<file path="config.mk">
export PLATFORM = sky130hd
export DESIGN_NAME = ddr3_cfg_top
export DESIGN_NICKNAME = d
export VERILOG_FILES = /design/src/hw/ddr3_pkg.sv /design/src/hw/ddr3_init_seq.sv /design/src/hw/ddr3_refresh_timer.sv /design/src/hw/ddr3_cmd_issue.sv /design/src/hw/ddr3_cfg_top.sv
export SDC_FILE = /design/constraint.sdc
export NUM_CORES = 1
export LEC_CHECK = 0
export BUFFER_PORTS_ARGS = -buffer_cell sky130_fd_sc_hd__buf_2
export CORE_ASPECT_RATIO = 0.7
export CORE_MARGIN = 3
export CORE_UTILIZATION = 40
export DETAILED_ROUTE_END_ITERATION = 7
export PLACE_DENSITY = 0.59
export SLEW_MARGIN = 20
export SYNTH_ARGS = -nofsm -noshare
export SYNTH_HDL_FRONTEND = slang
export SYNTH_SLANG_ARGS = --single-unit
export TNS_END_PERCENT = 1
</file>
<file path="constraint.sdc">
create_clock -name clock -period 4.3 [get_ports clock]
set_clock_uncertainty 0.1 [all_clocks]
set_input_delay 0.645 -clock clock [delete_from_list [all_inputs] [get_ports clock]]
set_output_delay 0.645 -clock clock [all_outputs]
set_load 0.1 [all_outputs]
</file>
<file path="src/hw/ddr3_pkg.sv">
package ddr3_pkg;

  // Command codes double as the {RAS#, CAS#, WE#} pin levels
  typedef enum logic [2:0] {
    CMD_MODE = 3'b000,  // Mode register set
    CMD_REFR = 3'b001,  // Auto refresh
    CMD_PREC = 3'b010,  // Precharge
    CMD_ZQCL = 3'b110,  // ZQ calibration
    CMD_NOP  = 3'b111
  } ddr3_cmd_t;

  typedef logic [2:0] ddr3_ba_t;   // Bank address
  typedef logic [12:0] ddr3_adr_t;  // Row or column address

  // Wide enough for the longest gap (ZQ init)
  typedef logic [9:0] ddr3_gap_t;

  // One command request from the init sequencer or the refresh timer
  typedef struct packed {
    ddr3_cmd_t cmd;
    ddr3_ba_t  ba;
    ddr3_adr_t adr;
  } ddr3_req_t;

  // Command as it appears on the device pins
  typedef struct packed {
    logic      cs_n;
    logic      ras_n;
    logic      cas_n;
    logic      we_n;
    ddr3_ba_t  ba;
    ddr3_adr_t adr;
  } ddr3_pins_t;

  // Mode-register contents
  // MR0 with WR 6, DLL reset, CL 6 and burst length 8
  localparam ddr3_adr_t MR0 = 13'h0520;
  localparam ddr3_adr_t MR1 = 13'h0002;  // DLL on, RZQ/7 drive, no ODT
  localparam ddr3_adr_t MR2 = 13'h0000;  // CWL 5
  localparam ddr3_adr_t MR3 = 13'h0000;  // Normal data path

  // Minimum cycles from a command to the next one
  localparam int GAP_MRD    = 4;    // After MR1..MR3
  localparam int GAP_MOD    = 12;   // After MR0
  localparam int GAP_ZQINIT = 512;
  localparam int GAP_RP     = 5;
  localparam int GAP_RFC    = 64;

  // Postponed refreshes allowed by JEDEC
  localparam int REFRESH_PENDING_MAX = 8;

endpackage

</file>
<file path="src/hw/ddr3_init_seq.sv">
module ddr3_init_seq #(
  parameter int RSTN_CYCLES = 200,
  parameter int CKE_CYCLES  = 500
) (
  input  logic                clock,
  input  logic                reset,
  input  logic                rdy_i,
  output logic                req_o,
  output ddr3_pkg::ddr3_req_t cmd_o,
  output logic                reset_n_o,
  output logic                cke_o,
  output logic                run_o
);

  // One counter serves both power-up phases
  localparam int CNT_MAX = (RSTN_CYCLES > CKE_CYCLES) ? RSTN_CYCLES : CKE_CYCLES;
  localparam int CNT_W = $clog2(CNT_MAX + 1);

  typedef enum logic [3:0] {
    ST_RSTN = 4'b0000,  // RESET# held low
    ST_INIT = 4'b0001,  // CKE held low
    ST_CKE1 = 4'b0010,
    ST_MRS2 = 4'b1010,
    ST_MRS3 = 4'b1011,
    ST_MRS1 = 4'b1001,
    ST_MRS0 = 4'b1000,
    ST_ZQCL = 4'b0011,
    ST_PREA = 4'b0100,
    ST_DONE = 4'b0101
  } init_state_t;

  init_state_t         state_q;
  logic [CNT_W-1:0]    count_q;
  logic                req_q;
  logic                reset_n_q;
  logic                cke_q;
  logic                run_q;
  ddr3_pkg::ddr3_req_t cmd_q;
  logic                load_cmd;

  // Request that goes out when leaving the given state
  function automatic ddr3_pkg::ddr3_req_t next_req(init_state_t st);
    ddr3_pkg::ddr3_req_t r;
    r.cmd = ddr3_pkg::CMD_MODE;
    r.ba  = 3'd0;
    r.adr = 13'h0000;
    case (st)
      ST_CKE1: begin
        r.ba  = 3'd2;
        r.adr = ddr3_pkg::MR2;
      end
      ST_MRS2: begin
        r.ba  = 3'd3;
        r.adr = ddr3_pkg::MR3;
      end
      ST_MRS3: begin
        r.ba  = 3'd1;
        r.adr = ddr3_pkg::MR1;
      end
      ST_MRS1: r.adr = ddr3_pkg::MR0;
      ST_MRS0: begin
        r.cmd = ddr3_pkg::CMD_ZQCL;
        r.adr = 13'h0400;  // A10 high selects the long calibration
      end
      default: r.cmd = ddr3_pkg::CMD_PREC;  // Issuer adds A10 for all banks
    endcase
    return r;
  endfunction

  // Advance right after CKE, then on each rdy pulse
  assign load_cmd = (state_q == ST_CKE1) ||
                    (rdy_i && (state_q inside {ST_MRS2, ST_MRS3, ST_MRS1, ST_MRS0, ST_ZQCL}));

  always_ff @(posedge clock) begin
    if (reset) begin
      state_q   <= ST_RSTN;
      count_q   <= CNT_W'(RSTN_CYCLES - 1);
      req_q     <= 1'b0;
      reset_n_q <= 1'b0;
      cke_q     <= 1'b0;
      run_q     <= 1'b0;
    end else begin
      case (state_q)
        ST_RSTN: begin
          if (count_q == '0) begin
            state_q   <= ST_INIT;
            reset_n_q <= 1'b1;  // Device starts its internal init
            count_q   <= CNT_W'(CKE_CYCLES - 1);
          end else begin
            count_q <= count_q - 1'b1;
          end
        end
        ST_INIT: begin
          if (count_q == '0) begin
            state_q <= ST_CKE1;
            cke_q   <= 1'b1;
          end else begin
            count_q <= count_q - 1'b1;
          end
        end
        ST_CKE1: begin
          state_q <= ST_MRS2;
          req_q   <= 1'b1;  // First MRS goes out
        end
        ST_MRS2: if (rdy_i) state_q <= ST_MRS3;
        ST_MRS3: if (rdy_i) state_q <= ST_MRS1;
        ST_MRS1: if (rdy_i) state_q <= ST_MRS0;
        ST_MRS0: if (rdy_i) state_q <= ST_ZQCL;
        ST_ZQCL: if (rdy_i) state_q <= ST_PREA;
        ST_PREA: begin
          if (rdy_i) begin
            state_q <= ST_DONE;
            req_q   <= 1'b0;
            run_q   <= 1'b1;  // Hand over to refresh
          end
        end
        ST_DONE: ;  // Stay here until the next reset
        default: begin
          state_q   <= ST_RSTN;
          count_q   <= CNT_W'(RSTN_CYCLES - 1);
          req_q     <= 1'b0;
          reset_n_q <= 1'b0;
          cke_q     <= 1'b0;
          run_q     <= 1'b0;
        end
      endcase
    end
  end

  always_ff @(posedge clock) begin
    if (load_cmd) begin
      cmd_q <= next_req(state_q);
    end
  end

  assign req_o     = req_q;
  assign cmd_o     = cmd_q;
  assign reset_n_o = reset_n_q;
  assign cke_o     = cke_q;
  assign run_o     = run_q;

endmodule

</file>
<file path="src/hw/ddr3_refresh_timer.sv">
module ddr3_refresh_timer #(
  parameter int REFI_CYCLES = 780
) (
  input  logic clock,
  input  logic reset,
  input  logic run_i,
  input  logic done_i,
  output logic req_o
);

  localparam int CNT_W = $clog2(REFI_CYCLES + 1);
  localparam int PEND_W = $clog2(ddr3_pkg::REFRESH_PENDING_MAX + 1);

  localparam logic [CNT_W-1:0] CNT_RELOAD = CNT_W'(REFI_CYCLES - 1);
  localparam logic [PEND_W-1:0] PEND_MAX = PEND_W'(ddr3_pkg::REFRESH_PENDING_MAX);

  logic [CNT_W-1:0]  cnt_q;
  logic [PEND_W-1:0] pend_q;  // Refreshes owed to the device
  logic              expire;

  // One interval has passed
  assign expire = run_i && (cnt_q == '0);

  always_ff @(posedge clock) begin
    if (reset) begin
      cnt_q <= CNT_RELOAD;
    end else if (!run_i || expire) begin
      cnt_q <= CNT_RELOAD;  // Idle until init is done
    end else begin
      cnt_q <= cnt_q - 1'b1;
    end
  end

  // Saturating pending count
  always_ff @(posedge clock) begin
    if (reset) begin
      pend_q <= '0;
    end else begin
      case ({expire, done_i})
        2'b10: begin
          if (pend_q != PEND_MAX) begin
            pend_q <= pend_q + 1'b1;
          end
        end
        2'b01: begin
          if (pend_q != '0) begin
            pend_q <= pend_q - 1'b1;
          end
        end
        default: ;  // Both or neither leave it as is
      endcase
    end
  end

  assign req_o = (pend_q != '0);

endmodule

</file>
<file path="src/hw/ddr3_cmd_issue.sv">
module ddr3_cmd_issue (
  input  logic                 clock,
  input  logic                 reset,
  input  logic                 run_i,
  input  logic                 busy_i,
  input  logic                 init_req_i,
  input  ddr3_pkg::ddr3_req_t  init_cmd_i,
  input  logic                 ref_req_i,
  output logic                 init_rdy_o,
  output logic                 ref_done_o,
  output ddr3_pkg::ddr3_pins_t pins_o
);

  // Deselected bus with NOP levels
  localparam ddr3_pkg::ddr3_pins_t PINS_IDLE = '{
    cs_n:  1'b1,
    ras_n: 1'b1,
    cas_n: 1'b1,
    we_n:  1'b1,
    ba:    '0,
    adr:   '0
  };

  ddr3_pkg::ddr3_gap_t  gap_q;       // Cycles left before the next command
  logic                 rdy_q;
  logic                 done_q;
  logic                 src_init_q;  // Command in flight came from init
  ddr3_pkg::ddr3_pins_t pins_q;

  logic                 idle;
  logic                 accept_init;
  logic                 accept_ref;
  logic                 accept;
  ddr3_pkg::ddr3_req_t  sel_req;
  ddr3_pkg::ddr3_adr_t  sel_adr;

  // Minimum gap after a command
  function automatic ddr3_pkg::ddr3_gap_t gap_of(ddr3_pkg::ddr3_req_t r);
    ddr3_pkg::ddr3_gap_t g;
    case (r.cmd)
      ddr3_pkg::CMD_MODE: begin
        if (r.ba == 3'd0) begin
          g = ddr3_pkg::ddr3_gap_t'(ddr3_pkg::GAP_MOD);  // MR0 needs tMOD
        end else begin
          g = ddr3_pkg::ddr3_gap_t'(ddr3_pkg::GAP_MRD);
        end
      end
      ddr3_pkg::CMD_ZQCL: g = ddr3_pkg::ddr3_gap_t'(ddr3_pkg::GAP_ZQINIT);
      ddr3_pkg::CMD_PREC: g = ddr3_pkg::ddr3_gap_t'(ddr3_pkg::GAP_RP);
      ddr3_pkg::CMD_REFR: g = ddr3_pkg::ddr3_gap_t'(ddr3_pkg::GAP_RFC);
      default:            g = ddr3_pkg::ddr3_gap_t'(1);
    endcase
    return g;
  endfunction

  assign idle = (gap_q == '0);

  // Init owns the bus before run and refresh after it
  // The rdy cycle still sees the old init request so it is skipped
  assign accept_init = idle && !rdy_q && !run_i && init_req_i;
  assign accept_ref  = idle && run_i && !busy_i && ref_req_i;
  assign accept      = accept_init || accept_ref;

  always_comb begin
    if (accept_ref) begin
      sel_req.cmd = ddr3_pkg::CMD_REFR;
      sel_req.ba  = 3'd0;
      sel_req.adr = 13'h0000;
    end else begin
      sel_req = init_cmd_i;
    end
  end

  // A10 high makes precharge cover all banks
  always_comb begin
    sel_adr = sel_req.adr;
    if (sel_req.cmd == ddr3_pkg::CMD_PREC) begin
      sel_adr[10] = 1'b1;
    end
  end

  always_ff @(posedge clock) begin
    if (reset) begin
      gap_q      <= '0;
      rdy_q      <= 1'b0;
      done_q     <= 1'b0;
      src_init_q <= 1'b0;
      pins_q     <= PINS_IDLE;
    end else begin
      rdy_q  <= src_init_q && (gap_q == ddr3_pkg::ddr3_gap_t'(1));  // Gap ends next cycle
      done_q <= accept_ref;  // High while REFRESH is on the pins

      if (accept) begin
        gap_q      <= gap_of(sel_req);
        src_init_q <= accept_init;
        pins_q.cs_n <= 1'b0;  // Selected for one cycle only
        {pins_q.ras_n, pins_q.cas_n, pins_q.we_n} <= sel_req.cmd;
        pins_q.ba  <= sel_req.ba;
        pins_q.adr <= sel_adr;
      end else begin
        pins_q.cs_n <= 1'b1;
        {pins_q.ras_n, pins_q.cas_n, pins_q.we_n} <= ddr3_pkg::CMD_NOP;
        if (!idle) begin
          gap_q <= gap_q - 1'b1;
        end
      end
    end
  end

  assign init_rdy_o = rdy_q;
  assign ref_done_o = done_q;
  assign pins_o     = pins_q;

endmodule

</file>
<file path="src/hw/ddr3_cfg_top.sv">
module ddr3_cfg_top #(
  parameter int RSTN_CYCLES = 200,
  parameter int CKE_CYCLES  = 500,
  parameter int REFI_CYCLES = 780
) (
  input  logic                 clock,
  input  logic                 reset,
  input  logic                 ctl_busy_i,   // Back-pressure from the controller
  output logic                 dfi_reset_n_o,
  output logic                 dfi_cke_o,
  output ddr3_pkg::ddr3_pins_t dfi_pins_o,
  output logic                 ctl_run_o
);

  logic                init_req;
  ddr3_pkg::ddr3_req_t init_cmd;
  logic                init_rdy;
  logic                ref_req;
  logic                ref_done;
  logic                run;

  // Power-up sequence
  ddr3_init_seq #(
    .RSTN_CYCLES (RSTN_CYCLES),
    .CKE_CYCLES  (CKE_CYCLES)
  ) init_seq_i (
    .clock     (clock),
    .reset     (reset),
    .rdy_i     (init_rdy),
    .req_o     (init_req),
    .cmd_o     (init_cmd),
    .reset_n_o (dfi_reset_n_o),
    .cke_o     (dfi_cke_o),
    .run_o     (run)
  );

  ddr3_refresh_timer #(
    .REFI_CYCLES (REFI_CYCLES)
  ) refresh_timer_i (
    .clock  (clock),
    .reset  (reset),
    .run_i  (run),
    .done_i (ref_done),
    .req_o  (ref_req)
  );

  // Sole driver of the command pins
  ddr3_cmd_issue cmd_issue_i (
    .clock      (clock),
    .reset      (reset),
    .run_i      (run),
    .busy_i     (ctl_busy_i),
    .init_req_i (init_req),
    .init_cmd_i (init_cmd),
    .ref_req_i  (ref_req),
    .init_rdy_o (init_rdy),
    .ref_done_o (ref_done),
    .pins_o     (dfi_pins_o)
  );

  assign ctl_run_o = run;

endmodule

</file>
==> results.py <==
metrics = {
    "placement": {
        "numPortBuffers": 15,
        "place_area_mm2": 0.00314,
        "hpwl_um": 4420,
        "gp_congestion": 0.817,
        "pre_cts_ws_ns": 1.10,
        "post-place-cells": 438,
    },
    "timing": {
        "setup_ws_ns": 1.09,
        "max_freq_mhz": 312,
        "finalCriticalPeriod_ns": 3.21,
        "tightest_slew_ns": 0.997,
        "hold_viol": 0,
        "period_share_pct": 74.6,
        "setup_viol": 0,
        "rsz0062_at_grt": "no",
        "max_slew_margin_pct": 32.6,
        "slew_viol_final": 0,
        "tns_ns": 0,
    },
    "power": {
        "seqPwrFrac_pct": 45.2,
        "swShare_pct": 32.7,
        "clkPwrFrac_pct": 30.7,
        "irDropWorstVdd_uv": 230,
        "internal_power_mw": 0.990,
        "combPwrFrac_pct": 24.0,
        "p_leak_nw": 1.24,
        "finalPower_mw": 1.47,
        "p_sw_mw": 0.480,
        "pwr_density_cell_mw_per_mm2": 444,
    },
    "clock_network": {
        "clock_sinks": 60,
        "cts_setup_buffers": 0,
        "cts_made_buffers": 9,
        "cts_buffer_depth": 2,
        "root_buffer": "clkbuf_8",
        "cts_hold_buffers": 0,
        "h-tree-depth": 3,
        "cts_resized": 0,
        "insertion_delay_ns": 0.35,
        "cts_tree": "built",
        "clk_pin_slew_ns": 0.07,
    },
    "worst_setup_path": {
        "path_class": "reg -> reg",
        "worstSetupStartpointType": "register",
        "path_cells": "inv_1, ha_1, or4b_2, nor3_1, nand2_1, ha_1, mux2_2, a21oi_1, a21boi_0, mux2_2",
        "slowest_stage": "or4b_2",
        "worstPathRequired_ns": 4.44,
        "worstPathArrival_ns": 3.35,
        "ff2ff_path_depth": 10,
        "crit_fanout": 6,
        "critPathMaxStageDelay_ns": 0.58,
        "crit_path_end_kind": "register",
    },
    "floorplan": {
        "dieArea_mm2": 0.00881,
        "die_x_um": 111,
        "start_util_pct": 41.7,
        "core_mm2": 0.00738,
        "core.rowCount": 26,
        "die_h_um": 79.5,
        "ioPinCount": 26,
    },
    "global_routing": {
        "gr-usage-all-layers_pct": 15.5,
        "grt_pass1_wl_um": 10900,
        "grt_max_degree": 41,
        "antenna_found_initial": 0,
        "grt_overflow": 0,
        "grt_pass1_vias": 2176,
    },
    "cells_and_area": {
        "nets": 364,
        "drive_gt1_share_pct": 13.8,
        "nFillCells": 727,
        "instances_no_fill": 454,
        "area_growth_pct": 7.39,
        "num_antenna_cells": 0,
        "final_area_mm2": 0.00331,
    },
    "drt": {
        "routedWlPerCell_um": 13.9,
        "finalWirelength_um": 6290,
        "drt_iter0_drc": 151,
        "vias_per_cell": 5.37,
        "via_count": 2437,
        "drc": 0,
        "first_pass_iters": 5,
        "drtAntennaViolNets": 0,
    },
    "synth": {
        "synth_area_mm2": 0.00308,
        "synthCells": 341,
        "avgSynthCellArea_um2": 9.04,
        "ys_ff_latch": 60,
        "synthDominantCellAreaShare_pct": 34.4,
        "yosysMostFrequentCell": "dfxtp_1",
        "synth_xor_area_share_pct": 3.41,
        "synth_compound_area_share_pct": 18.3,
        "ys_async_sr_fraction_pct": 0,
        "synth_mux_area_share_pct": 1.75,
        "ys_types": 60,
        "synth_edf_count": 7,
        "synth-main-ff-cell": "dfxtp_1",
        "yosysTopAreaCell": "dfxtp_1",
        "synth_top_family_by_area": "simple AND/OR/NAND/NOR gates",
        "synthAdderAreaFrac_pct": 4.06,
        "ys_seq_area_share_pct": 41.2,
        "synthSimpleGateAreaFrac_pct": 23.4,
        "synth_area_leaders": "dfxtp_1 34%, edfxtp_1 6.8%, a21oi_1 4.1%",
        "yosys_warnings": 0,
        "synthTopCellsByCount": "53 x dfxtp_1, 32 x nor2_1, 25 x a21oi_1",
    },
    "outcome": {
        "status": "complete, no violations",
    },
    "min_path": {
        "hold_depth": 1,
        "min_path_type": "reg -> reg",
    },
    "flow_run": {
        "max-cap-violations": 0,
    },
}
## cell type report
type	count	area, um2	area share [%]
clock buffers	14	163	4.91
inverters	17	63.8	1.93
multi-input cells	248	1610	48.5
flip-flops and latches	60	1270	38.4
well taps	98	123	3.70
clock inverters	2	10.0	0.302
repair buffers	15	75.1	2.27
## through the flow
stage	hold WS, ns	util (%)
finish	0.320	44.8
global route	0.357	44.8
CTS	0.322	44.8
detailed placement	0.307	42.5
global placement	0.294	42.5
floorplan	0.279	-
## cell families (layout without fill, tap and decap cells)
group | after synthesis | after routing
simple gates | 130 | 130
xor+xnor | 12 | 12
fa+ha+maj | 10 | 10
other cells | 1 | 10
compound gates | 81 | 81
flops | 60 | 60
mux | 5 | 5
buf+inv | 42 | 48
## layer usage
metal	share of wire, %	vias to the layer above	GRT usage [%]
met4	0.99	0	4.80
li1	-	1239	-
met1	53	1135	22.6
met2	40	59	20.3
met5	0	-	0
met3	5.7	4	6.21
## critical path: cells and delay by family (launching register included)
| kind | cells | cell delay, ns |
|---|---|---|
| flip-flops | 1 | 0.33 |
| AO/OA/AOI/OAI | 2 | 0.57 |
| adder cells (fa/ha/maj) | 2 | 0.42 |
| buffers and inverters | 1 | 0.08 |
| AND/OR/NAND/NOR | 3 | 0.98 |
| multiplexers | 2 | 0.63 |
## worst paths after layout
check                                         startpoint                        end  slack (ns)
worst max register to register  refresh_timer_i.cnt_q[0]  refresh_timer_i.pend_q[3]        1.09
worst max-delay path            refresh_timer_i.cnt_q[0]  refresh_timer_i.pend_q[3]        1.09
worst min-delay path            refresh_timer_i.cnt_q[0]   refresh_timer_i.cnt_q[0]        0.32
worst min register to register  refresh_timer_i.cnt_q[0]   refresh_timer_i.cnt_q[0]        0.32
## registers in the layout (all words and copies together) (netlist names), 4 cells and up
register / count
cmd_issue_i.gap_q: 10
cmd_issue_i.pins_o: 9
init_seq_i.cmd_o: 7
init_seq_i.count_q: 9
init_seq_i.state_q: 4
refresh_timer_i.cnt_q: 10
refresh_timer_i.pend_q: 4
## power by group through the flow
stage / sequential, mW / clock [mW] / combinational [mW]
5_1_grt: 0.675 / 0.498 / 0.397
3_3_place_gp: 0.677 / 0 / 0.349
4_1_cts: 0.665 / 0.471 / 0.353
3_5_place_dp: 0.677 / 0 / 0.352
2_1_floorplan: 0.665 / 0 / 0.315
6_report: 0.665 / 0.452 / 0.354
## layout by cell type, fill, tap and decap left out, types with 4 or more instances in the layout
master and instances:
o21ai_0 15, xnor2_1 8, nor4_1 7, a21oi_1 25, nor3_1 19, inv_1 17, a21boi_0 4, or3b_2 5
a211oi_1 6, conb_1 10, or3_1 9, nand3_1 6, nor2b_1 5, nor2_1 32, dfxtp_1 53, buf_2 15
a22o_1 4, o31ai_1 5, edfxtp_1 7, nand2_1 17, ha_1 10, clkbuf_8 11, xor2_1 4
Note: power is estimated with default switching activity, not from simulation.
